==> src/hdl/pattern_pkg.sv <==
//----------------------------------------------------------------------------
// shared widths, SPI commands and register map for the pattern generator
// every design file refers to these by pattern_pkg:: scoped names
//----------------------------------------------------------------------------

`default_nettype none

package pattern_pkg;

	// SPI frame fields
	typedef logic [7:0] command_t;
	typedef logic [15:0] spi_address_t;
	typedef logic [31:0] word_t;

	// pattern memory addressing
	typedef logic [7:0] byte_t;
	typedef logic [9:0] byte_address_t;
	typedef logic [7:0] word_address_t;

	// command byte, then 16-bit address, then 32-bit data
	localparam int FRAME_BITS = 56;
	localparam int HEADER_BITS = 24;
	localparam command_t COMMAND_WRITE = 8'h01;

	localparam int MEMORY_BYTES = 1024;
	localparam int BITS_PER_BYTE = 8;

	// control register map, decoded from address bits 3..0
	localparam logic [3:0] REGISTER_START = 4'd0;
	localparam logic [3:0] REGISTER_END = 4'd1;
	localparam logic [3:0] REGISTER_CONTROL = 4'd2;

	typedef enum logic {
		idle,
		shifting
	} serializer_state_t;

endpackage

`default_nettype wire
==> src/hdl/pattern_sequencer.sv <==
//----------------------------------------------------------------------------
// byte address loop for playback, start up to one before end, then wrap
// start and end are sampled at reset and at each wrap only
//----------------------------------------------------------------------------

`timescale 1ns/1ps
`default_nettype none

module pattern_sequencer (
	input wire logic clock_ro,
	input wire logic reset4_word_clock,
	input wire logic advance,
	input wire pattern_pkg::byte_address_t start_address,
	input wire pattern_pkg::byte_address_t end_address,
	output pattern_pkg::byte_address_t play_address,
	output logic at_frame_start
);

	pattern_pkg::byte_address_t start_latched;
	pattern_pkg::byte_address_t end_latched;
	pattern_pkg::byte_address_t last_address;
	logic wrap;

	assign last_address = end_latched - 1'b1;

	// an empty or inverted range just repeats the start byte
	assign wrap = (end_latched <= start_latched) || (play_address == last_address);

	always_ff @(posedge clock_ro) begin
		if (reset4_word_clock) begin
			play_address <= start_address;
			start_latched <= start_address;
			end_latched <= end_address;
		end else if (advance) begin
			if (wrap) begin
				play_address <= start_address;
				start_latched <= start_address;
				end_latched <= end_address;
			end else begin
				play_address <= play_address + 1'b1;
			end
		end
	end

	assign at_frame_start = play_address == start_latched;

endmodule

`default_nettype wire

==> config.mk <==
export PLATFORM = sky130hd
export DESIGN_NAME = pattern_sequencer
export DESIGN_NICKNAME = d
export VERILOG_FILES = /design/src/hdl/pattern_pkg.sv /design/src/hdl/pattern_sequencer.sv
export SDC_FILE = /design/constraint.sdc
export NUM_CORES = 1
export LEC_CHECK = 0
export BUFFER_PORTS_ARGS = -buffer_cell sky130_fd_sc_hd__buf_2
export CAP_MARGIN = 10
export CORE_MARGIN = 1
export CORE_UTILIZATION = 56
export CTS_CLUSTER_DIAMETER = 80
export DETAILED_ROUTE_END_ITERATION = 10
export PLACE_DENSITY = 0.84
export SLEW_MARGIN = 20
export SYNTH_ARGS = -nofsm -noshare
export SYNTH_HDL_FRONTEND = slang
export SYNTH_SLANG_ARGS = --single-unit
==> constraint.sdc <==
create_clock -name clock_ro -period 4.05 [get_ports clock_ro]
set_clock_uncertainty 0.2 [all_clocks]
set_input_delay 0.405 -clock clock_ro [delete_from_list [all_inputs] [get_ports clock_ro]]
set_output_delay 0.405 -clock clock_ro [all_outputs]
set_load 0.03 [all_outputs]
==> flow_summary.yaml <==
floorplan:
  io_pins: 34
  fp.dieArea_um2: 3670
  start_util_pct: 60.9
  std_cell_rows: 20
  fp.coreArea_um2: 3150
  die_h_um: 60.6
  die_x_um: 60.6
global_routing:
  first_global_vias: 1331
  grt_pass1_wl_um: 6340
  grt_max_degree: 21
  grt.overflow.total: 0
  grt_usage_pct: 25.2
  antenna_found_initial: 0
yosys:
  synthArstFlopShare_pct: 0
  avgSynthCellArea_um2: 11.9
  synth_area_um2: 1920
  synth_edf_count: 30
  synthFlopType: "edfxtp_1"
  yosysMostFrequentCell: "edfxtp_1"
  synth_warnings: 0
  yosysUniqueCellTypes: 35
  synthTopCellsByArea: "edfxtp_1, xnor2_1, ha_1, xor2_1, mux2_4"
  synthCells: 161
  synth_top_cell_by_area: "edfxtp_1"
  synthesis.nets: 196
  yosysTopAreaCellShare_pct: 46.9
  synth_seq_cells: 30
  ys_seq_area_share_pct: 46.9
  synth_commonest_cells: "edfxtp_1, xnor2_1, xor2_1"
routing:
  drc: 0
  vias: 1339
  drt-total-wl_um: 4000
  wl_per_cell_um: 16.7
  ant_nets: 0
  drt_iter0_drc: 134
  dr.pass1.iters: 4
  vias_per_cell: 5.60
clocking:
  holdBufCountCts: 0
  cts-resized-gates: 0
  cts_buffers: 5
  cts.sink_count: 30
  root_buffer: "clkbuf_4"
  cts_setup_buffers: 0
  clkTransAtPathRegs_ns: 0.08
  htreeDepth: 2
  clk_path_buf_depth: 2
  clk_latency_ns: 0.32
  tritoncts: "yes"
timing:
  rsz0062_at_grt: "no"
  period_needed_ns: 3.33
  worst_pin_slew_ns: 0.452
  tns_ns: 0
  hold_violations: 0
  slew_viol_final: 0
  slew-limit-headroom_pct: 69.9
  fmax_ghz: 0.300
  setup_viol: 0
  min_period_over_period_pct: 82.2
critical_path:
  worst_r2r_path_depth: 9
  worstSetupPathType: "flop to flop"
  crit_chain: "inv_1 > ha_1 > nand2b_1 > xor2_1 > a2111oi_0 > a31oi_1 > a2111oi_1 > a31oi_1 > and2b_2"
  r2r_end: "start_latched[9]"
  cpMostUsedCell: "a31oi_1"
  arrival_ns: 3.10
  crit_slowest_cell: "and2b_2"
  slowest_delay_ns: 0.53
  reg2reg_slack_ns: 0.72
  cp_top_family: "compound AO/OA/AOI/OAI gates"
  r2r_start: "end_latched[0]"
  cp-end-kind: "flop"
  critPathRequiredTime_ns: 3.82
  crit_path_max_fanout: 20
  start_kind: "flop"
  critPathBufInv: 1
final_layout:
  nets: 231
  antenna_cells: 0
  drive_gt1_share_pct: 27.2
  syn_to_final_growth_pct: 11.4
  final_cells: 239
  design_area_um2: 2140
min_path:
  hp-class: "primary input to flop"
  min_path_cells: 1
  hold_end: "end_latched[9]"
  hp-start: "end_address[9]"
place:
  dpl.hpwl_um: 3060
  place.gp.congestion: 0.961
  place_area_um2: 2100
  port_buffers: 33
  place_inst: 233
status:
  status: "complete, no violations"
power_and_ir_drop:
  p_per_area_nw_per_um2: 426
  vdd_ir_drop_max_mv: 0.280
  leakagePower_uw: 0.000881
  p_total_uw: 912
flow_run:
  drv_cap: 0
area by class of cell:
class                   instances  area (µm²)
clock buffers                   5        37.5
clock inverters                 1        3.75
fillers                       250        1010
inverters                      13        48.8
multi-input cells             112         921
flip-flops and latches         30         901
well taps                      44        55.1
repair buffers                 34         173
stage by stage:
stage | setup WS, ns | hold WS [ns] | utilization [%]
CTS | 0.742 | 0.0414 | 67.9
global placement | 0.938 | 0.382 | 66.5
global route | 0.519 | 0.0329 | 67.9
detailed placement | 0.773 | 0.384 | 66.5
floorplan | 0.941 | 0.304 | -
finish | 0.720 | 0.0527 | 67.9
cells by family (layout without fill, tap and decap cells):
| kind of cell | after synthesis | in the layout | synth area share (%) |
|---|---|---|---|
| XOR/XNOR | 32 | 32 | 14.6 |
| adder cells (fa/ha/maj) | 12 | 12 | 7.82 |
| AND/OR/NAND/NOR | 37 | 37 | 11.0 |
| multiplexers | 10 | 10 | 7.36 |
| flip-flops | 30 | 30 | 46.9 |
| buffers and inverters | 19 | 53 | 5.15 |
| AO/OA/AOI/OAI | 21 | 21 | 7.17 |
flip-flops by register name, summed over array words and instances, names as in the netlist:
signal         count
play_address      10
end_latched       10
start_latched     10
metal layers:
metal / global-route usage (%) / vias up / wire, µm
met5: 0 / - / 0
met4: 11.7 / 0 / 47
met3: 3.84 / 5 / 251
met2: 42.2 / 48 / 2010
met1: 32.3 / 635 / 1700
li1: - / 651 / -
layout by cell type (no fill, tap or decap):
| cell type | n |
|---|---|
| a2111oi_0 | 1 |
| a2111oi_1 | 1 |
| a21o_1 | 1 |
| a21oi_1 | 2 |
| a31oi_1 | 4 |
| and2b_2 | 1 |
| and3_1 | 1 |
| buf_2 | 33 |
| buf_4 | 1 |
| clkbuf_4 | 5 |
| clkinv_1 | 1 |
| edfxtp_1 | 30 |
| ha_1 | 12 |
| inv_1 | 13 |
| mux2_2 | 1 |
| mux2_4 | 8 |
| mux2i_1 | 1 |
| nand2_1 | 6 |
| nand2b_1 | 1 |
| nand3_1 | 4 |
| nand4_1 | 5 |
| nor2_1 | 5 |
| nor2_4 | 1 |
| nor2b_1 | 2 |
| nor3_1 | 4 |
| nor4_1 | 4 |
| o21a_1 | 3 |
| o21ai_0 | 5 |
| o21bai_1 | 1 |
| o22ai_1 | 1 |
| o31ai_1 | 2 |
| or2_2 | 1 |
| or3_4 | 1 |
| or4_4 | 1 |
| xnor2_1 | 18 |
| xor2_1 | 14 |
worst max path at each step:
stage,startpoint,end,slack [ns],depth (start not counted)
final,end_latched[0],start_latched[9],0.72,9
after global routing,end_latched[0],end_latched[6],0.52,9
after CTS,end_latched[0],end_latched[5],0.74,9
after detailed placement,end_latched[0],start_latched[0],0.77,9
after global placement,end_latched[3],start_latched[1],0.94,7
after floorplan,end_latched[3],end_latched[0],0.94,8
where the power goes:
| group | switching (µW) | total (µW) | internal, µW |
|---|---|---|---|
| combinational | 162 | 298 | 136 |
| sequential | 63.3 | 462 | 399 |
| clock | 92.8 | 152 | 59.1 |
worst register-to-register path: stages, from the launching register on:
cell       delay [ns]
edfxtp_1         0.46
inv_1            0.14
ha_1             0.28
nand2b_1         0.17
xor2_1           0.20
a2111oi_0        0.36
a31oi_1          0.11
a2111oi_1        0.35
a31oi_1          0.16
and2b_2          0.53
Power figures use the tool's default switching activity.
