## config.mk

```make
export PLATFORM = sky130hd
export DESIGN_NAME = control_registers
export DESIGN_NICKNAME = d
export VERILOG_FILES = /design/src/hdl/pattern_pkg.sv /design/src/hdl/control_registers.sv
export SDC_FILE = /design/constraint.sdc
export NUM_CORES = 1
export LEC_CHECK = 0
export BUFFER_PORTS_ARGS = -buffer_cell sky130_fd_sc_hd__buf_4
export CAP_MARGIN = 20
export CORE_MARGIN = 3
export CORE_UTILIZATION = 54
export DETAILED_ROUTE_END_ITERATION = 10
export PLACE_DENSITY = 0.8
export SETUP_SLACK_MARGIN = 0.1
export SYNTH_ARGS = -nofsm -noshare
export SYNTH_HDL_FRONTEND = slang
export SYNTH_SLANG_ARGS = --single-unit
```

## constraint.sdc

```tcl
create_clock -name clock_ro -period 1.1 [get_ports clock_ro]
set_input_delay 0.055 -clock clock_ro [delete_from_list [all_inputs] [get_ports clock_ro]]
set_output_delay 0.055 -clock clock_ro [all_outputs]
set_load 0.02 [all_outputs]
```

## src/hdl/pattern_pkg.sv

```systemverilog
//----------------------------------------------------------------------------
// shared widths, SPI commands and register map for the pattern generator
// every design file refers to these by pattern_pkg:: scoped names
//----------------------------------------------------------------------------

`default_nettype none

package pattern_pkg;

	// SPI frame fields
	typedef logic [7:0] command_t;
	typedef logic [15:0] spi_address_t;
	typedef logic [31:0] word_t;

	// pattern memory addressing
	typedef logic [7:0] byte_t;
	typedef logic [9:0] byte_address_t;
	typedef logic [7:0] word_address_t;

	// command byte, then 16-bit address, then 32-bit data
	localparam int FRAME_BITS = 56;
	localparam int HEADER_BITS = 24;
	localparam command_t COMMAND_WRITE = 8'h01;

	localparam int MEMORY_BYTES = 1024;
	localparam int BITS_PER_BYTE = 8;

	// control register map, decoded from address bits 3..0
	localparam logic [3:0] REGISTER_START = 4'd0;
	localparam logic [3:0] REGISTER_END = 4'd1;
	localparam logic [3:0] REGISTER_CONTROL = 4'd2;

	typedef enum logic {
		idle,
		shifting
	} serializer_state_t;

endpackage

`default_nettype wire
```

## src/hdl/control_registers.sv

```systemverilog
//----------------------------------------------------------------------------
// start, end and control registers behind chip select 0
// written by the SPI write strobe, read back combinationally by address
//----------------------------------------------------------------------------

`timescale 1ns/1ps
`default_nettype none

module control_registers (
	input wire logic clock_ro,
	input wire logic reset4_word_clock,
	input wire logic write_strobe,
	input wire pattern_pkg::spi_address_t address,
	input wire pattern_pkg::word_t write_data,
	output pattern_pkg::word_t read_word,
	output pattern_pkg::byte_address_t start_address,
	output pattern_pkg::byte_address_t end_address,
	output logic enable
);

	pattern_pkg::word_t start_register;
	pattern_pkg::word_t end_register;
	pattern_pkg::word_t control_register;

	always_ff @(posedge clock_ro) begin
		if (reset4_word_clock) begin
			start_register <= '0;
			end_register <= '0;
			control_register <= '0;
		end else if (write_strobe) begin
			case (address[3:0])
				pattern_pkg::REGISTER_START: start_register <= write_data;
				pattern_pkg::REGISTER_END: end_register <= write_data;
				pattern_pkg::REGISTER_CONTROL: control_register <= write_data;
				default: ;
			endcase
		end
	end

	// unmapped addresses read as zero
	always_comb begin
		case (address[3:0])
			pattern_pkg::REGISTER_START: read_word = start_register;
			pattern_pkg::REGISTER_END: read_word = end_register;
			pattern_pkg::REGISTER_CONTROL: read_word = control_register;
			default: read_word = '0;
		endcase
	end

	assign start_address = start_register[9:0];
	assign end_address = end_register[9:0];
	// bit 0 is the output enable
	assign enable = control_register[0];

endmodule

`default_nettype wire

```

==> results.sh <==
export IMPL_status="complete, but fails checks"
export IMPL_violations="negative setup slack"
export IMPL_min_to="end_register[14]$_SDFFE_PP0P_"
export IMPL_slowest_delay_ns=0.43
export IMPL_utilization_pct=70.87
export IMPL_antenna_cells=0
export IMPL_swShare_pct=24.84
export IMPL_nets=568
export IMPL_placed_cell_area_um2=5303
export IMPL_slew_headroom_pct=70.97
export IMPL_yosys_register_bits=96
export IMPL_antenna_found_initial=0
export IMPL_io_pins=104
export IMPL_synth_area_um2=4547
export IMPL_fin_ws_ns=-0.3233
export IMPL_grt_pass1_wl_um=16840
export IMPL_cellPowerDensity_nw_per_um2=1095
export IMPL_r2r_cells=3
export IMPL_synth_xor_area_share_pct=0
export IMPL_timing_rr_end="control_register[0]$_SDFFE_PP0P_"
export IMPL_cp_slowest_cell="a222oi_1"
export IMPL_clkSinkCount=96
export IMPL_cp_num_cells=3
export IMPL_setup_viol=32
export IMPL_core_rowCount=32
export IMPL_htreeDepth=3
export IMPL_cp_end_kind="output port"
export IMPL_cts_root_buf="clkbuf_8"
export IMPL_criticalPathCategory="flip-flop to output port"
export IMPL_grt_ovfl_total=0
export IMPL_holdCritStartpoint="write_data[14]"
export IMPL_seqCellArea_um2=1962
export IMPL_yosysSeqAreaShare_pct=42.27
export IMPL_clkTransAtPathRegs_ns=0.09
export IMPL_fin_crit_sh_pct=129.4
export IMPL_cp_cell_sequence="a222oi_1 -> inv_1 -> buf_6"
export IMPL_seqPwrFrac_pct=57.4
export IMPL_grt_max_degree=68
export IMPL_min_path_type="input port to flip-flop"
export IMPL_synth_compound_area_share_pct=7.045
export IMPL_r2r_slack_ns=0.39
export IMPL_drv_cap=0
export IMPL_routed_wl_um=10130
export IMPL_cp_arrival_ns=1.37
export IMPL_ys_warn_count=0
export IMPL_numCtsBuffers=9
export IMPL_fin_tns_setup_ns=-5.965
export IMPL_drc=0
export IMPL_power_internal_uw=4646
export IMPL_skew_ns=0
export IMPL_crit_fanout=2
export IMPL_gp_congestion=0.7385
export IMPL_power_switching_uw=1535
export IMPL_worst_pin_slew_ns=0.4354
export IMPL_start_util_pct=57.07
export IMPL_hold_path_depth=3
export IMPL_peakVddDrop_v=0.0008250
export IMPL_synthMuxAreaShare_pct=21.13
export IMPL_die_h_um=97.76
export IMPL_finalPower_uw=6182
export IMPL_routedWlPerCell_um=16.24
export IMPL_initialDrtViolationCount=235
export IMPL_maxSlewViolCount=0
export IMPL_multi_input_comb_area_um2=2207
export IMPL_period_needed_ns=1.423
export IMPL_fp_dieW_um=97.76
export IMPL_grt_pass1_vias=3492
export IMPL_ys_types=18
export IMPL_postSynthAreaPerCell_um2=10.17
export IMPL_dr_pass1_iters=9
export IMPL_syn_num_nets=498
export IMPL_p_clk_share_pct=33.7
export IMPL_rsz0062_at_grt="true"
export IMPL_vias=3401
export IMPL_drive_above_1_share_pct=31.42
export IMPL_whs_ns=0.01626
export IMPL_n_fill_cell=608
export IMPL_required_ns=1.04
export IMPL_path_delay_family="compound AO/OA/AOI/OAI gates"
export IMPL_area_growth_pct=24.19
export IMPL_yosys_area_share_simple_pct=19.76
export IMPL_vias_per_cell=5.450
export IMPL_fmax_ghz=0.7026
export IMPL_fin_area_um2=5647
export IMPL_detailed_place_hpwl_um=6703
export IMPL_synth_top_family_by_area="multiplexers"
export IMPL_core_area_um2=7968
export IMPL_worst_r2r_startpoint="control_register[0]$_SDFFE_PP0P_"
export IMPL_syn_inst=447
export IMPL_hold_viol_final=0
export IMPL_cp_start_kind="flip-flop"
export IMPL_pwr_share_comb_pct=9.0
export IMPL_critPathBufInv=2
export IMPL_insertion_delay_ns=0.34
export IMPL_tritoncts="yes"
export IMPL_leakagePower_uw=0.002786
export IMPL_synth_adder_area_share_pct=0
export IMPL_cts_buffer_depth=2
export IMPL_die_area_um2=9557
export IMPL_io_buffers=91
export IMPL_grt_use_total_pct=21.23
export IMPL_ant_nets=0
[sequential cells by signal, indices dropped and copies added (netlist names)]
signal,flops
control_register,32
end_register,32
start_register,32
[metal layers]
metal | vias to the layer above | wire, µm | global-route usage [%]
met1 | 1612 | 4339 | 27.24
met2 | 124 | 5079 | 36.32
met3 | 6 | 638 | 4.786
met5 | - | 0 | 0
met4 | 0 | 76 | 5.325
li1 | 1659 | - | -
[cell families (layout without fill, tap and decap cells)]
kind of cell	Yosys count	count (layout)
compound gates	32	32
mux	96	96
buf+inv	85	160
simple gates	138	138
flops	96	96
[worst reg2reg max path, cell delays in order (launching register included)]
cell,delay (ns)
dfxtp_2,0.34
buf_6,0.10
nand2b_1,0.06
mux2i_1,0.14
[area by class of cell]
cell class	count	share of cell area, %
Multi-Input combinational cell	266	39.09
Sequential cell	96	34.74
Timing Repair Buffer	112	18.77
Clock buffer	10	2.260
Tap cell	102	2.260
Inverter	32	2.127
Clock inverter	6	0.7534
[cell usage after synthesis]
master    count  share of area (%)
clkbuf_1     14                1.2
mux2i_1      96                 21
a222oi_1     32                7.0
nand4b_2      1               0.33
nand4b_1      1               0.19
buf_6         4               0.99
inv_1        32                2.6
nor4b_2       2               0.66
and4b_1       1               0.22
nor2_2        1               0.14
nor4_2        1               0.28
buf_2        14                1.5
nand3_1       1               0.11
dfxtp_1      96                 42
buf_4        21                3.5
nand2b_1    128                 18
and3_1        1               0.14
nor2_1        1              0.082
[power by group through the flow]
stage	Combinational [µW]	Clock, µW	Sequential [µW]
floorplan	312	0	3620
detailed placement	546	0	3630
CTS	555	2120	3550
global route	599	2290	3550
finish	554	2080	3550
global placement	534	0	3620
[worst max-delay path by stage]
stage,to,from
3_3_place_gp,read_word[10],address[1]
6_report,read_word[10],control_register[10]$_SDFFE_PP0P_
5_1_grt,read_word[10],control_register[10]$_SDFFE_PP0P_
3_5_place_dp,start_register[17]$_SDFFE_PP0P_,address[1]
4_1_cts,read_word[10],control_register[10]$_SDFFE_PP0P_
2_1_floorplan,read_word[0],address[0]
[through the flow]
stage / setup WS, ns / std cells
finish: -0.3233 / 624
detailed placement: -0.1406 / 606
global route: -0.4118 / 624
global placement: -0.1149 / 606
CTS: -0.3335 / 624
floorplan: 0.1181 / 447
[cells in the final DEF, fill, tap and decap left out, drive strengths merged]
cell type / synthesis / layout
nand4b: 2 / 2
inv: 32 / 34
nand2b: 128 / 128
mux2i: 96 / 96
and3: 1 / 1
dlygate4sd3: 0 / 1
and4b: 1 / 1
clkinv: 0 / 2
clkinvlp: 0 / 2
buf: 39 / 111
nor2: 2 / 2
nor4b: 2 / 2
clkbuf: 14 / 10
nor4: 1 / 1
dfxtp: 96 / 96
nand3: 1 / 1
a222oi: 32 / 32
[what timing repair did]
action	CTS	global route
buffers inserted	1	0
endpoints found under the setup margin	32	34
hold buffers	1	0
resized for setup	37	26
pin swaps	16	4
endpoints found under the hold margin	2	0
Power figures use the tool's default switching activity.
