===== src/hdl/pattern_pkg.sv =====
//----------------------------------------------------------------------------
// shared widths, SPI commands and register map for the pattern generator
// every design file refers to these by pattern_pkg:: scoped names
//----------------------------------------------------------------------------

`default_nettype none

package pattern_pkg;

	// SPI frame fields
	typedef logic [7:0] command_t;
	typedef logic [15:0] spi_address_t;
	typedef logic [31:0] word_t;

	// pattern memory addressing
	typedef logic [7:0] byte_t;
	typedef logic [9:0] byte_address_t;
	typedef logic [7:0] word_address_t;

	// command byte, then 16-bit address, then 32-bit data
	localparam int FRAME_BITS = 56;
	localparam int HEADER_BITS = 24;
	localparam command_t COMMAND_WRITE = 8'h01;

	localparam int MEMORY_BYTES = 1024;
	localparam int BITS_PER_BYTE = 8;

	// control register map, decoded from address bits 3..0
	localparam logic [3:0] REGISTER_START = 4'd0;
	localparam logic [3:0] REGISTER_END = 4'd1;
	localparam logic [3:0] REGISTER_CONTROL = 4'd2;

	typedef enum logic {
		idle,
		shifting
	} serializer_state_t;

endpackage

`default_nettype wire

===== src/hdl/spi_frame_receiver.sv =====
//----------------------------------------------------------------------------
// oversampled SPI slave for one chip select, 56-bit frames
// command, address and data arrive MSB first; read data goes out on miso
// during the data field, write_strobe marks a complete write frame
//----------------------------------------------------------------------------

`timescale 1ns/1ps
`default_nettype none

module spi_frame_receiver (
	input wire logic clock_ro,
	input wire logic reset4_word_clock,
	input wire logic sclk,
	input wire logic mosi,
	input wire logic chip_select,
	output logic miso,
	output pattern_pkg::command_t command,
	output pattern_pkg::spi_address_t address,
	output pattern_pkg::word_t write_data,
	output logic write_strobe,
	input wire pattern_pkg::word_t read_word,
	output logic header_done
);

	logic [2:0] sclk_sync;
	logic [1:0] mosi_sync;
	logic [2:0] select_sync;
	logic sclk_rise;
	logic sclk_fall;
	logic select_active;
	logic select_rise;
	logic data_phase;
	// saturates at all ones, so overlong frames never match
	logic [5:0] bit_count;
	pattern_pkg::word_t frame_shift;
	pattern_pkg::word_t frame_next;
	pattern_pkg::word_t miso_shift;

	//------------------------------------------------------------------------
	// pin synchronizers and edge detect
	//------------------------------------------------------------------------
	always_ff @(posedge clock_ro) begin
		if (reset4_word_clock) begin
			sclk_sync <= '0;
			mosi_sync <= '0;
			select_sync <= '1;
		end else begin
			sclk_sync <= {sclk_sync[1:0], sclk};
			mosi_sync <= {mosi_sync[0], mosi};
			select_sync <= {select_sync[1:0], chip_select};
		end
	end

	assign sclk_rise = sclk_sync[2:1] == 2'b01;
	assign sclk_fall = sclk_sync[2:1] == 2'b10;
	assign select_active = !select_sync[1];
	assign select_rise = select_sync[2:1] == 2'b01;
	assign data_phase = bit_count >= pattern_pkg::HEADER_BITS;
	assign frame_next = {frame_shift[30:0], mosi_sync[1]};

	//------------------------------------------------------------------------
	// bit count, header capture, write strobe
	//------------------------------------------------------------------------
	always_ff @(posedge clock_ro) begin
		if (reset4_word_clock) begin
			bit_count <= '0;
			command <= '0;
			address <= '0;
			header_done <= 1'b0;
			write_strobe <= 1'b0;
		end else begin
			header_done <= 1'b0;
			write_strobe <= 1'b0;
			if (!select_active) begin
				bit_count <= '0;
				write_strobe <= select_rise && bit_count == pattern_pkg::FRAME_BITS
					&& command == pattern_pkg::COMMAND_WRITE;
			end else if (sclk_rise) begin
				if (bit_count != '1) begin
					bit_count <= bit_count + 1'b1;
				end
				// last header bit is arriving now
				if (bit_count == pattern_pkg::HEADER_BITS - 1) begin
					command <= frame_next[23:16];
					address <= frame_next[15:0];
					header_done <= 1'b1;
				end
			end
		end
	end

	// the last 32 bits in are the data field
	always_ff @(posedge clock_ro) begin
		if (select_active && sclk_rise) begin
			frame_shift <= frame_next;
		end
	end

	assign write_data = frame_shift;

	//------------------------------------------------------------------------
	// read data, one bit per sclk falling edge
	//------------------------------------------------------------------------
	always_ff @(posedge clock_ro) begin
		if (header_done) begin
			miso_shift <= read_word;
		end else if (sclk_fall && data_phase) begin
			miso_shift <= {miso_shift[30:0], 1'b0};
		end
	end

	always_ff @(posedge clock_ro) begin
		if (reset4_word_clock) begin
			miso <= 1'b0;
		end else if (!select_active) begin
			miso <= 1'b0;
		end else if (sclk_fall && data_phase) begin
			miso <= miso_shift[31];
		end
	end

endmodule

`default_nettype wire


===== config.mk =====
export PLATFORM = sky130hd
export DESIGN_NAME = spi_frame_receiver
export DESIGN_NICKNAME = d
export VERILOG_FILES = /design/src/hdl/pattern_pkg.sv /design/src/hdl/spi_frame_receiver.sv
export SDC_FILE = /design/constraint.sdc
export NUM_CORES = 1
export LEC_CHECK = 0
export BUFFER_PORTS_ARGS = -buffer_cell sky130_fd_sc_hd__buf_2
export CAP_MARGIN = 20
export CORE_MARGIN = 5
export CORE_UTILIZATION = 55
export CTS_BUF_LIST = sky130_fd_sc_hd__clkbuf_8
export DETAILED_ROUTE_END_ITERATION = 10
export GPL_TIMING_DRIVEN = 0
export PLACE_DENSITY = 0.82
export SLEW_MARGIN = 20
export SYNTH_ARGS = -nofsm -noshare
export SYNTH_HDL_FRONTEND = slang
export SYNTH_SLANG_ARGS = --single-unit

===== constraint.sdc =====
create_clock -name clock_ro -period 3.4 [get_ports clock_ro]
set_input_delay 0.34 -clock clock_ro [delete_from_list [all_inputs] [get_ports clock_ro]]
set_output_delay 0.34 -clock clock_ro [all_outputs]
set_load 0.005 [all_outputs]

==> load_flow_metrics.sql <==
INSERT INTO impl_metrics (metric_group, metric, value, unit) VALUES
('outcome', 'outcome', 'finished clean', ''),
('grt', 'grt-ovfl-total', '0', ''),
('power', 'p_leak', '1.80', 'nW'),
('power', 'power_per_cell_area', '442', 'nW/um2'),
('power', 'power.clock.fraction', '35.4', '%'),
('cells_and_area', 'multi_input_comb_area', '1150', 'um2'),
('grt', 'grt_pass1_vias', '2673', ''),
('floorplan', 'core', '7180', 'um2'),
('worst_setup_path', 'start_kind', 'flip-flop', ''),
('worst_setup_path', 'worst_r2r_startpoint', 'header_done', ''),
('timing', 'min_period_over_period', '54.4', '%'),
('floorplan', 'design.portCount', '96', ''),
('clocking', 'post_cts_buffers', '0', ''),
('timing', 'rsz0062_at_grt', 'false', ''),
('min_path', 'hp-class', 'primary input to flip-flop', ''),
('synth', 'synthesis.nets', '325', ''),
('route', 'finalWirelength', '8170', 'um'),
('placement', 'place.gp.congestion', '0.792', ''),
('clocking', 'cts_buffers', '9', ''),
('route', 'num_vias', '2657', ''),
('timing', 'setup_viol', '0', ''),
('placement', 'place.port_buffers', '94', ''),
('worst_setup_path', 'critPathMaxFanout', '24', ''),
('synth', 'postSynthAreaPerCell', '14.0', 'um2'),
('worst_setup_path', 'crit_type', 'flip-flop to flip-flop', ''),
('floorplan', 'core.rowCount', '31', ''),
('timing', 'final_total_negative_setup_slack', '0', 'ns'),
('synth', 'synthesis.area', '4000', 'um2'),
('cells_and_area', 'mostFrequentLayoutCell', 'buf_2', ''),
('power', 'ir_drop', '0.292', 'mV'),
('grt', 'grt_first_pass_wirelength', '13200', 'um'),
('clocking', 'ctsResizeCount', '0', ''),
('synth', 'synth-seq-cells', '105', ''),
('route', 'vias_per_cell', '5.35', ''),
('cells_and_area', 'layout.cell_area.non_filler', '4860', 'um2'),
('route', 'wl_per_cell', '16.4', 'um'),
('worst_setup_path', 'endpoint_kind', 'flip-flop', ''),
('clocking', 'clk_pin_slew_worst_paths', '0.10', 'ns'),
('cells_and_area', 'final-seq-area', '2740', 'um2'),
('clocking', 'tritoncts_sinks', '105', ''),
('floorplan', 'die_y', '95.3', 'um'),
('cells_and_area', 'final_core_util', '67.8', '%'),
('timing', 'finalWorstSetupSlack', '1.55', 'ns'),
('placement', 'placement.setup.worst_slack', '1.55', 'ns'),
('worst_setup_path', 'required', '3.47', 'ns'),
('timing', 'achievable_clock_frequency', '0.541', 'GHz'),
('placement', 'place_hpwl', '6010', 'um'),
('timing', 'tightest_slew', '0.519', 'ns'),
('power', 'share_seq_of_total_power', '62.7', '%'),
('cells_and_area', 'antenna-diode-count', '0', ''),
('floorplan', 'floorplan.initialDensity', '55.7', '%'),
('cells_and_area', 'area_delta_synth_final', '21.6', '%'),
('grt', 'grt_usage', '19.1', '%'),
('cells_and_area', 'final_cell_mix', '103 x buf_2, 64 x edfxtp_1, 41 x dfxtp_1', ''),
('floorplan', 'chipWidth', '95.3', 'um'),
('cells_and_area', 'design.final.nets', '432', ''),
('worst_setup_path', 'crit_path_start', 'header_done', ''),
('timing', 'final_critical_period', '1.85', 'ns'),
('power', 'sw_frac_of_total', '20.6', '%'),
('grt', 'antenna_found_initial', '0', ''),
('synth', 'synth_warnings', '0', ''),
('route', 'drt_iter0_markers', '167', ''),
('synth', 'synth-async-reset-ratio', '0', '%'),
('min_path', 'worst_hold_startpoint', 'chip_select', ''),
('clocking', 'tritoncts', 'yes', ''),
('route', 'postRouteAntennaNets', '0', ''),
('route', 'first_pass_iters', '4', ''),
('clocking', 'bufs_on_longest_clock_path', '2', ''),
('power', 'p_switching', '443', 'uW'),
('cells_and_area', 'filler_cell_count', '525', ''),
('timing', 'worst_slew_margin_rel', '65.4', '%');
cell type report:
cell class,count,area share (%)
tap,99,2.55
inverter,4,0.309
multi-input combinational,157,23.7
clock buffer,9,2.55
clock inverter,7,1.49
buffer,20,2.24
sequential,105,56.4
timing repair buffer,96,10.8
power groups by stage:
| stage | logic [mW] | clock network (mW) | registers [mW] |
|---|---|---|---|
| after floorplan | 0.0128 | 0 | 1.38 |
| after global placement | 0.0385 | 0 | 1.38 |
| after detailed placement | 0.0411 | 0 | 1.38 |
| after CTS | 0.0412 | 0.779 | 1.35 |
| after global routing | 0.0450 | 0.842 | 1.35 |
| final | 0.0406 | 0.760 | 1.35 |
final timing paths:
path                     to  cells after the start
min reg2reg  select_sync[1]                      1
max           miso_shift[0]                      4
min          select_sync[0]                      2
max reg2reg   miso_shift[0]                      4
synth_stat cells, drive strengths merged (4+ instances only):
master	n	share of area, %
nor3	4	0.63
dfxtp	41	21
nand3	26	3.3
nand2	4	0.38
buf	12	2.0
o21ai	25	4.2
mux2	31	8.7
a21oi	29	3.6
nor2	4	0.38
nor2b	6	0.94
edfxtp	64	48
clkbuf	8	0.75
inv	4	0.38
through the flow:
stage / std cells / hold slack [ns]
after floorplan: 286 / 0.389
after detailed placement: 481 / 0.400
after global placement: 479 / 0.393
after CTS: 497 / 0.125
final: 497 / 0.149
after global routing: 497 / 0.129
state kept, by name (all words and copies together) (netlist names):
register	count
bit_count	6
header_done	1
miso	1
write_data	32
write_strobe	1
select_sync	3
sclk_sync	3
address	16
miso_shift	32
command	8
mosi_sync	2
logic make-up after synthesis:
group	after synthesis	share of synthesized area (%)
and+or+nand+nor	61	9.26
AOI/OAI and AO/OA	62	9.48
DFF	105	68.6
adders and majority gates	2	0.625
muxes	32	8.98
buffers and inverters	24	3.10
metal layers:
layer | up-vias | track usage, % | routed length (um)
li1 | 1287 | - | -
met2 | 92 | 33.2 | 4230
met4 | 0 | 4.69 | 102
met1 | 1266 | 23.3 | 3340
met3 | 12 | 5.84 | 497
met5 | - | 0 | 0
critical path, cell delays in order, from the launching register on:
cell and delay (ns):
dfxtp_1 0.33, clkbuf_1 0.22, clkbuf_1 0.44, o21bai_4 0.32, buf_16 0.23
Power figures use the tool's default switching activity.
