<file path="src/hdl/pattern_pkg.sv">
//----------------------------------------------------------------------------
// shared widths, SPI commands and register map for the pattern generator
// every design file refers to these by pattern_pkg:: scoped names
//----------------------------------------------------------------------------

`default_nettype none

package pattern_pkg;

	// SPI frame fields
	typedef logic [7:0] command_t;
	typedef logic [15:0] spi_address_t;
	typedef logic [31:0] word_t;

	// pattern memory addressing
	typedef logic [7:0] byte_t;
	typedef logic [9:0] byte_address_t;
	typedef logic [7:0] word_address_t;

	// command byte, then 16-bit address, then 32-bit data
	localparam int FRAME_BITS = 56;
	localparam int HEADER_BITS = 24;
	localparam command_t COMMAND_WRITE = 8'h01;

	localparam int MEMORY_BYTES = 1024;
	localparam int BITS_PER_BYTE = 8;

	// control register map, decoded from address bits 3..0
	localparam logic [3:0] REGISTER_START = 4'd0;
	localparam logic [3:0] REGISTER_END = 4'd1;
	localparam logic [3:0] REGISTER_CONTROL = 4'd2;

	typedef enum logic {
		idle,
		shifting
	} serializer_state_t;

endpackage

`default_nettype wire
</file>
<file path="src/hdl/pattern_serializer.sv">
//----------------------------------------------------------------------------
// byte serializer, MSB first at one bit per clock
// loads a byte every 8 clocks and pulses advance to fetch the next one
//----------------------------------------------------------------------------

`timescale 1ns/1ps
`default_nettype none

module pattern_serializer (
	input wire logic clock_ro,
	input wire logic reset4_word_clock,
	input wire pattern_pkg::byte_t play_byte,
	input wire logic at_frame_start,
	input wire logic enable,
	output logic advance,
	output logic serial_out,
	output logic frame_sync
);

	pattern_pkg::serializer_state_t state;
	logic [2:0] bit_count;
	logic load;
	logic frame_flag;
	pattern_pkg::byte_t shift_register;

	assign load = state == pattern_pkg::shifting && bit_count == '0;

	always_ff @(posedge clock_ro) begin
		if (reset4_word_clock) begin
			state <= pattern_pkg::idle;
			bit_count <= '0;
			advance <= 1'b0;
			frame_flag <= 1'b0;
		end else begin
			advance <= load;
			case (state)
				pattern_pkg::idle: state <= pattern_pkg::shifting;
				default: begin
					// wraps after BITS_PER_BYTE counts
					bit_count <= bit_count + 1'b1;
					if (load) begin
						frame_flag <= at_frame_start;
					end
				end
			endcase
		end
	end

	always_ff @(posedge clock_ro) begin
		if (load) begin
			shift_register <= play_byte;
		end else begin
			shift_register <= {shift_register[pattern_pkg::BITS_PER_BYTE-2:0], 1'b0};
		end
	end

	// output gating
	assign serial_out = enable && shift_register[pattern_pkg::BITS_PER_BYTE-1];
	assign frame_sync = enable && frame_flag;

endmodule

`default_nettype wire

</file>
<file path="config.mk">
export PLATFORM = sky130hd
export DESIGN_NAME = pattern_serializer
export DESIGN_NICKNAME = d
export VERILOG_FILES = /design/src/hdl/pattern_pkg.sv /design/src/hdl/pattern_serializer.sv
export SDC_FILE = /design/constraint.sdc
export NUM_CORES = 1
export LEC_CHECK = 0
export BUFFER_PORTS_ARGS = -buffer_cell sky130_fd_sc_hd__buf_2
export CAP_MARGIN = 20
export CORE_AREA = 4 4 41 43
export DETAILED_ROUTE_END_ITERATION = 7
export DIE_AREA = 0 0 45 47
export GPL_ROUTABILITY_DRIVEN = 1
export HOLD_SLACK_MARGIN = 0.12
export PLACE_DENSITY = 0.65
export SYNTH_ARGS = -nofsm -noshare
export SYNTH_HDL_FRONTEND = slang
export SYNTH_SLANG_ARGS = --single-unit
</file>
<file path="constraint.sdc">
create_clock -name clock_ro -period 1.8 [get_ports clock_ro]
set_clock_uncertainty 0.1 [all_clocks]
set_input_delay 0.18 -clock clock_ro [delete_from_list [all_inputs] [get_ports clock_ro]]
set_output_delay 0.18 -clock clock_ro [all_outputs]
set_load 0.01 [all_outputs]
</file>
==> results.ini, run 1 <==
[global_routing]
grt_max_degree=9
busiest_layer=met2
use_met3_pct=5.75
grt_pass1_wl_um=1370
grt_pass1_vias=350
track_usage_pct=10.0
gr-total-overflow=0
grt_util_met2_pct=15.8
grtUsageMet1_pct=8.60
antenna_found_initial=0

[logic_synthesis]
yosys.area.top_type_share_pct=52.8
async_flop_share_pct=0
synth-seq-cells=14
synth_fp_nets=57
synth_edf_count=0
synth_warnings=0
ys.flop_type=dfxtp_1
synth_cell_types=15
yosysMostFrequentCell=dfxtp_1
synth_largest_area_cell=dfxtp_1
synth.area.top_cells=dfxtp_1 53%, mux2_2 15%, ha_1 4.7%
synth.cell_area_um2=531
yosysSeqAreaShare_pct=52.8
avgSynthCellArea_um2=12.3
synth_common_cells=14 x dfxtp_1, 7 x mux2_2, 3 x and2_1, 3 x inv_1, 3 x nor2_1
syn-instance-count=43

[sta]
fin_crit_ps=1340
rsz0062_at_grt=false
post-route-period-util_pct=74.7
hold_ws_ps=354
worst_pin_slew_ps=286
drv_slew=0
fin_setup_tns_ps=0
fmax_mhz=744
finalSetupViolCount=0
hold_viol_final=0
slew_headroom_pct=80.9

[flow_run]
cap_viol_max_count=0

[power]
seqPwrFrac_pct=56.8
p_per_area_nw_per_um2=882
finalPower_mw=0.644
switching_share_pct=22.0
switchingPower_mw=0.141
comb_power_share_pct=17.2
ir_drop_mv=0.468
pwr-share-clk_pct=26.0
p_leak_nw=0.341
internal-power_mw=0.503

[critical_path]
critPathCaptureType=register
cp_max_fo=8
start_kind=register
worst-setup-path-type=reg2reg
worst_ep_arrival_time_ps=1410
cp_data_required_time_ps=1870

[route]
drt_pass1_iterations=1
viasPerCell=4.54
drc_errors=0
dr.first_iter.drc_count=0
vias=381
wl_um=804
postRouteAntennaNets=0
post_drt_wl_per_cell_um=9.57

[placed_design]
gp_congestion=0.611
port-buffer-count=14
place_area_um2=608
dp.cells=71

[min_path]
min_path_type=reg2reg

[layout]
finalInstanceArea_um2=731
final_nets=85
syn2layout_area_growth_pct=37.7
post_layout_nonfiller_instances=84
num_antenna_cells=0
drive_gt1_share_pct=39.1
nFillCells=128

[die]
io_pins=15
rows=13
die-area_um2=2120
core-area_um2=1300
die_w_um=45
initial_core_util_pct=40.8
die_h_um=47

[clock_tree]
cts_buffers=3
clock_sinks=14
h-tree-depth=1
cts_resized=0
cts_tree=done
cts.clk_slew.worst_paths_ps=70
root_buffer=clkbuf_4
postCtsSetupRepairBufs=0
clock_latency_ps=270
cts_buffer_depth=2

[status]
outcome=finished clean

## placed cells by master (no fill, tap or decap)
cell / count
nand3b_4: 1
a21bo_2: 1
a21oi_1: 1
clkbuf_4: 3
and3b_2: 1
mux2i_1: 2
buf_2: 14
nor2_1: 3
and2_1: 3
nand3b_1: 1
xnor2_1: 1
dlygate4sd3_1: 10
mux2_2: 7
ha_1: 2
nand2b_1: 2
inv_1: 3
dfxtp_1: 14
## metrics by stage
stage | utilization [%] | worst slack, ps
floorplan | - | 518
global placement | 46.7 | 475
detailed placement | 46.7 | 460
CTS | 56.2 | 442
global route | 56.2 | 374
finish | 56.2 | 456
## cell families (layout without fill, tap and decap cells)
family / count (synthesis) / after routing / share of synthesized area [%]
DFF: 14 / 14 / 52.8
xor gates and xnor gates: 1 / 1 / 1.65
and+or+nand+nor: 11 / 11 / 15.1
AOI/OAI and AO/OA: 2 / 2 / 2.83
muxes: 9 / 9 / 18.6
buffers and inverters: 4 / 30 / 4.24
adders and majority gates: 2 / 2 / 4.72
## final timing paths
| kind | startpoint | cells after the start | slack [ps] | endpoint |
|---|---|---|---|---|
| min | shift_register[0]$_SDFF_PN0_ | 1 | 350 | shift_register[1]$_DFF_P_ |
| max | bit_count[0]$_SDFFE_PP0P_ | 4 | 460 | shift_register[6]$_DFF_P_ |
| max reg2reg | bit_count[0]$_SDFFE_PP0P_ | 4 | 460 | shift_register[6]$_DFF_P_ |
| min reg2reg | shift_register[0]$_SDFF_PN0_ | 1 | 350 | shift_register[1]$_DFF_P_ |
## routing by layer
layer	routed length [um]	part of all wire, %
met2	381	47
met1	308	38
met4	33	4.1
met5	0	0
met3	81	10
## final cells by class
class,instances,area [um^2],area share [%]
Multi-Input combinational cell,25,228,31.2
Sequential cell,14,280,38.4
Inverter,3,11.3,1.54
Timing Repair Buffer,24,170,23.3
Tap cell,15,18.8,2.57
Clock buffer,3,22.5,3.08
## sequential cells by signal (all words and copies together), names as in the netlist
register,count
shift_register,8
state,1
frame_flag,1
advance,1
bit_count,3
## repair_timing
item | CTS | global route
hold buffers | 10 | 0
setup endpoints to repair | 0 | 0
hold endpoints to repair | 14 | 0
## power by group through the flow
stage,logic [mW],clock network (mW),registers [mW]
final,0.111,0.167,0.366
after global placement,0.0946,0,0.374
after floorplan,0.0735,0,0.369
after detailed placement,0.0963,0,0.374
after CTS,0.113,0.179,0.366
after global routing,0.124,0.193,0.370
## critical path, cell delays in order, from the launching register on
cell and delay, ps:
dfxtp_1 370, inv_1 60, ha_1 230, nand3b_4 140, mux2_2 340
(Power assumes the default switching activity.)
==> run 2: changes to the inputs <==
- clock period: 1.8 -> 1.25 ns (I/O delays scaled with it)
==> run 2 against run 1 <==
Effect of this change: utilization rose by 4.9 points; final cell count rose by 3.6%; register-to-register slack got worse by 450 ps; sequential share of layout area fell by 2.8 points; final area rose by 8.7%; power rose by 54%; combinational power rose by 100%; first-iteration DRC count rose by 2; critical path depth did not move; fmax rose by 8.2%; setup slack got worse by 450 ps; critical endpoint is now shift_register[5]$_DFF_P_.
==> results.ini, run 2 (synthesis results as in run 1) <==
[die]
die-area_um2=2120  ; unchanged
io_pins=15  ; unchanged
die_h_um=47  ; unchanged
rows=13  ; unchanged
core-area_um2=1300  ; unchanged
initial_core_util_pct=40.8  ; unchanged
die_w_um=45  ; unchanged

[clock_tree]
cts.clk_slew.worst_paths_ps=70  ; about the same
clock_latency_ps=270  ; about the same
cts_buffers=3  ; unchanged
cts_buffer_depth=2  ; unchanged
h-tree-depth=1  ; unchanged
cts_tree=done
root_buffer=clkbuf_4
clock_sinks=14  ; unchanged

[sta]
rsz0062_at_grt=true
fin_setup_tns_ps=0  ; unchanged
finalSetupViolCount=0  ; unchanged
fmax_mhz=805  ; +8.2%
worst_pin_slew_ps=179  ; -107 ps
drv_slew=0  ; unchanged
post-route-period-util_pct=99.3  ; +25 points
slew_headroom_pct=88.1  ; +7.2 points
fin_crit_ps=1240  ; -102 ps
setup_slack_ps=8.14  ; -448 ps
hold_ws_ps=362  ; +8.52 ps
hold_viol_final=0  ; unchanged

[critical_path]
slowest_stage=mux2_4
start_kind=register
crit_chain=inv_2 > ha_4 > nand3b_4 > mux2_4
critPathCaptureType=register
slowest_delay_ps=340  ; -30 ps
critPathBufInv=1  ; unchanged
worst_ep_arrival_time_ps=1310  ; -100 ps
critical_path.top_delay_family=multiplexers
cp_max_fo=8  ; unchanged
worst-setup-path-type=reg2reg
cp_data_required_time_ps=1320  ; -550 ps

[power]
switching_share_pct=22.9  ; +0.95 points
pwr-share-clk_pct=24.2  ; -1.8 points
internal-power_mw=0.767  ; +52%
p_leak_nw=0.388  ; +14%
p_per_area_nw_per_um2=1250  ; +42%
seqPwrFrac_pct=53.4  ; -3.4 points
switchingPower_mw=0.228  ; +61%
comb_power_share_pct=22.4  ; +5.2 points
ir_drop_mv=0.945  ; +100%

[layout]
finalInstanceArea_um2=795  ; +8.7%
regMostFlops=shift_register
num_antenna_cells=0  ; unchanged
final_nets=88  ; +3.5%
syn2layout_area_growth_pct=49.8
largestRegisters=shift_register (8), bit_count (3)
mostFrequentLayoutCell=buf_2
drive_gt1_share_pct=48.6  ; +9.5 points
layout_common_cells=14 x buf_2, 12 x dfxtp_1, 10 x dlygate4sd3_1
fin_util_pct=61.1  ; +4.9 points
largest_reg_flops=8  ; unchanged

[global_routing]
grt_pass1_vias=397  ; +13%
busiest_layer=met2
grt_pass1_wl_um=1570  ; +15%
gr-total-overflow=0  ; unchanged
antenna_found_initial=0  ; unchanged
track_usage_pct=11.1  ; +1.1 points
grt_util_met2_pct=19.2  ; +3.4 points
use_met3_pct=8.05  ; +2.3 points
grt_max_degree=9  ; unchanged
grtUsageMet1_pct=9.74  ; +1.1 points

[placed_design]
place_area_um2=633  ; +4.1%
gp_congestion=0.734  ; +20%
port-buffer-count=14  ; unchanged
post-place-ws_ps=-11.4  ; -472 ps

[route]
drc_errors=0  ; unchanged
post_drt_wl_per_cell_um=12.4  ; +29%
viasPerCell=4.63  ; +2.1%
wl_um=1080  ; +34%
postRouteAntennaNets=0  ; unchanged
drt_pass1_iterations=3  ; +2
dr.first_iter.drc_count=2  ; +2
vias=403  ; +5.8%

[min_path]
min_path_type=reg2reg

[status]
outcome=finished clean

[flow_run]
cap_viol_max_count=0  ; unchanged

-- run 2: final timing paths --
kind / end / slack [ps] / cells after the start / startpoint
worst max-delay path: shift_register[5]$_DFF_P_ / 8 / 4 / bit_count[1]$_SDFFE_PP0P_
worst min-delay path: shift_register[3]$_DFF_P_ / 360 / 1 / shift_register[2]$_DFF_P_
worst max register to register: shift_register[5]$_DFF_P_ / 8 / 4 / bit_count[1]$_SDFFE_PP0P_
worst min register to register: shift_register[3]$_DFF_P_ / 360 / 1 / shift_register[2]$_DFF_P_
-- run 2: cell type report --
type / instances / area (um^2)
Fill cell: 109 / 507
Sequential cell: 14 / 283
Multi-Input combinational cell: 25 / 267
Timing Repair Buffer: 27 / 193
Clock buffer: 3 / 22.5
Tap cell: 15 / 18.8
Inverter: 3 / 11.3
-- run 2: routing by layer --
metal,up-vias,part of all wire (%),wire (um)
li1,200,-,-
met5,-,0,0
met4,0,1.0,11
met2,12,57,619
met3,2,7.7,83
met1,189,34,363
-- run 2: stage by stage --
stage | cells | power, mW
2_1_floorplan | 43 | 0.638
3_3_place_gp | 74 | 0.686
3_5_place_dp | 74 | 0.693
4_1_cts | 87 | 0.960
5_1_grt | 87 | 1.06
6_report | 87 | 0.994
-- run 2: power groups by stage --
stage          Clock (mW)  Sequential, mW  Combinational [mW]
3_3_place_gp            0           0.533               0.154
4_1_cts             0.253           0.526               0.182
2_1_floorplan           0           0.531               0.107
6_report            0.241           0.531               0.223
5_1_grt             0.277           0.538               0.242
3_5_place_dp            0           0.535               0.158
-- run 2: timing repair --
action,CTS,global route
setup endpoints to repair,7,7
hold endpoints to repair,14,0
buffers inserted,0,0
hold buffers,10,0
resized for setup,2,10
==> run 3: changes to the inputs <==
- CORE_AREA: 4 4 41 43 -> unset
- CORE_MARGIN: unset -> 5
- CORE_UTILIZATION: unset -> 40
- DIE_AREA: 0 0 45 47 -> unset
==> run 3 against run 2 <==
Effect of this change: sequential share of layout area is 0.93 points lower; clock power grew 29%; utilization rose by 2.4 points; hold slack gained 3.1 ps; non-clock buffer count up 1; via count fell by 4.0%; critical path type unchanged; largest cell class unchanged.
==> results.ini, run 3 (synthesis results as in run 1) <==
[clock_tree]
cts_tree=done
root_buffer=clkbuf_4
cts.clk_slew.worst_paths_ps=80  ; about the same
clock_latency_ps=270  ; about the same
clock_sinks=14  ; unchanged
cts_buffers=3  ; unchanged
cts_buffer_depth=2  ; unchanged
h-tree-depth=1  ; unchanged

[route]
viasPerCell=4.35  ; -6.1%
post_drt_wl_per_cell_um=10.8  ; -13%
vias=387  ; -4.0%
dr.first_iter.drc_count=2  ; unchanged
postRouteAntennaNets=0  ; unchanged
drc_errors=0  ; unchanged
drt_pass1_iterations=2  ; -1
wl_um=964  ; -11%

[global_routing]
gr-total-overflow=0  ; unchanged
grt_max_degree=9  ; unchanged
grt_pass1_vias=387  ; -2.5%
track_usage_pct=10.5  ; -0.63 points
grt_pass1_wl_um=1570  ; +0.45%
antenna_found_initial=0  ; unchanged

[sta]
fmax_mhz=816  ; +1.3%
fin_setup_tns_ps=0  ; unchanged
drv_slew=0  ; unchanged
finalSetupViolCount=0  ; unchanged
slew_headroom_pct=88.4  ; +0.29 points
setup_slack_ps=23.9  ; +15.8 ps
fin_crit_ps=1230  ; -15.8 ps
rsz0062_at_grt=true
worst_pin_slew_ps=174  ; -4.59 ps
hold_viol_final=0  ; unchanged
post-route-period-util_pct=98.1  ; -1.3 points

[die]
core-area_um2=1280  ; -1.3%
io_pins=15  ; unchanged
rows=13  ; unchanged
die_w_um=46.4  ; +3.2%
die_h_um=46.4  ; -1.2%
die-area_um2=2150  ; +1.9%
initial_core_util_pct=41.3  ; +0.52 points

[placed_design]
dp_hpwl_um=660
port-buffer-count=14  ; unchanged
gp_congestion=0.694  ; -5.3%
post-place-ws_ps=-11.6  ; -0.227 ps
dp.cells=74  ; unchanged

[layout]
regMostFlops=shift_register
num_antenna_cells=0  ; unchanged
post_layout_nonfiller_instances=89  ; +2.3%
drive_gt1_share_pct=50.0  ; +1.4 points
nFillCells=105  ; -3.7%
layout_common_cells=14 x buf_2, 12 x dfxtp_1, 10 x dlygate4sd3_1
mostFrequentLayoutCell=buf_2
largest_reg_flops=8  ; unchanged
final_nets=89  ; +1.1%
syn2layout_area_growth_pct=53.8
largestRegisters=shift_register (8), bit_count (3)

[power]
switching_share_pct=21.3  ; -1.6 points
p_leak_nw=0.400  ; +3.0%
pwr-share-clk_pct=29.1  ; +4.9 points
ir_drop_mv=0.890  ; -5.8%
switchingPower_mw=0.226  ; -0.56%
p_per_area_nw_per_um2=1300  ; +4.3%
seqPwrFrac_pct=49.7  ; -3.7 points
comb_power_share_pct=21.3  ; -1.1 points
internal-power_mw=0.838  ; +9.3%

[critical_path]
start_kind=register
worst-setup-path-type=reg2reg
cp_max_fo=8  ; unchanged
critPathCaptureType=register
worst_ep_arrival_time_ps=1290  ; -20 ps
cp_data_required_time_ps=1310  ; about the same
r2r_cells=4  ; unchanged

[status]
outcome=finished clean

[min_path]
holdPathStages=1  ; unchanged
min_path_type=reg2reg

[flow_run]
cap_viol_max_count=0  ; unchanged

-- run 3: cell count changes in the layout (fill, tap and decap cells not counted), sizes merged --
cell | before | now
buf | 17 | 18
clkbuf | 3 | 4
-- run 3: through the flow --
stage	util [%]	cell area, um^2	hold slack, ps	power (mW)
after floorplan	-	533	81.5	0.638
after global placement	49.3	633	230	0.687
after detailed placement	49.3	633	232	0.694
after CTS	61.7	793	364	1.06
after global routing	63.5	816	383	1.14
final	63.5	816	365	1.06
-- run 3: layout make-up --
type / instances / area (um^2) / share of cell area [%]
Inverter: 3 / 11.3 / 1.38
Timing Repair Buffer: 28 / 200 / 24.5
Multi-Input combinational cell: 25 / 267 / 32.7
Tap cell: 15 / 18.8 / 2.30
Sequential cell: 14 / 283 / 34.7
Clock buffer: 4 / 36.3 / 4.45
-- run 3: final timing paths --
| path | startpoint | endpoint | slack, ps |
|---|---|---|---|
| hold / removal | shift_register[0]$_SDFF_PN0_ | shift_register[1]$_DFF_P_ | 370 |
| setup / recovery | bit_count[1]$_SDFFE_PP0P_ | shift_register[4]$_DFF_P_ | 20 |
| hold reg to reg | shift_register[0]$_SDFF_PN0_ | shift_register[1]$_DFF_P_ | 370 |
| setup reg to reg | bit_count[1]$_SDFFE_PP0P_ | shift_register[4]$_DFF_P_ | 20 |
-- run 3: worst max-delay path, stage by stage, from the launching register on --
cell      delay [ps]
dfxtp_2          330
inv_2             60
ha_4             140
nand3b_4         150
mux2_4           330
-- run 3: power groups by stage --
stage,Clock [mW],Combinational (mW),Sequential (mW)
detailed placement,0,0.159,0.534
floorplan,0,0.107,0.531
global route,0.351,0.249,0.536
finish,0.310,0.226,0.529
global placement,0,0.154,0.533
CTS,0.327,0.202,0.526
-- run 3: metal layers --
metal | up-vias | GRT usage [%] | share of wire [%]
met4 | 0 | 1.70 | 0
met2 | 12 | 17.3 | 50
met3 | 0 | 6.25 | 9.3
met5 | - | 0 | 0
met1 | 172 | 11.8 | 40
li1 | 203 | - | -
-- run 3: what timing repair did --
action / CTS / global route
resized for setup: 4 / 8
buffers inserted: 1 / 0
endpoints found under the hold margin: 14 / 0
hold buffers: 10 / 0
endpoints found under the setup margin: 7 / 7
cloned: 0 / 0
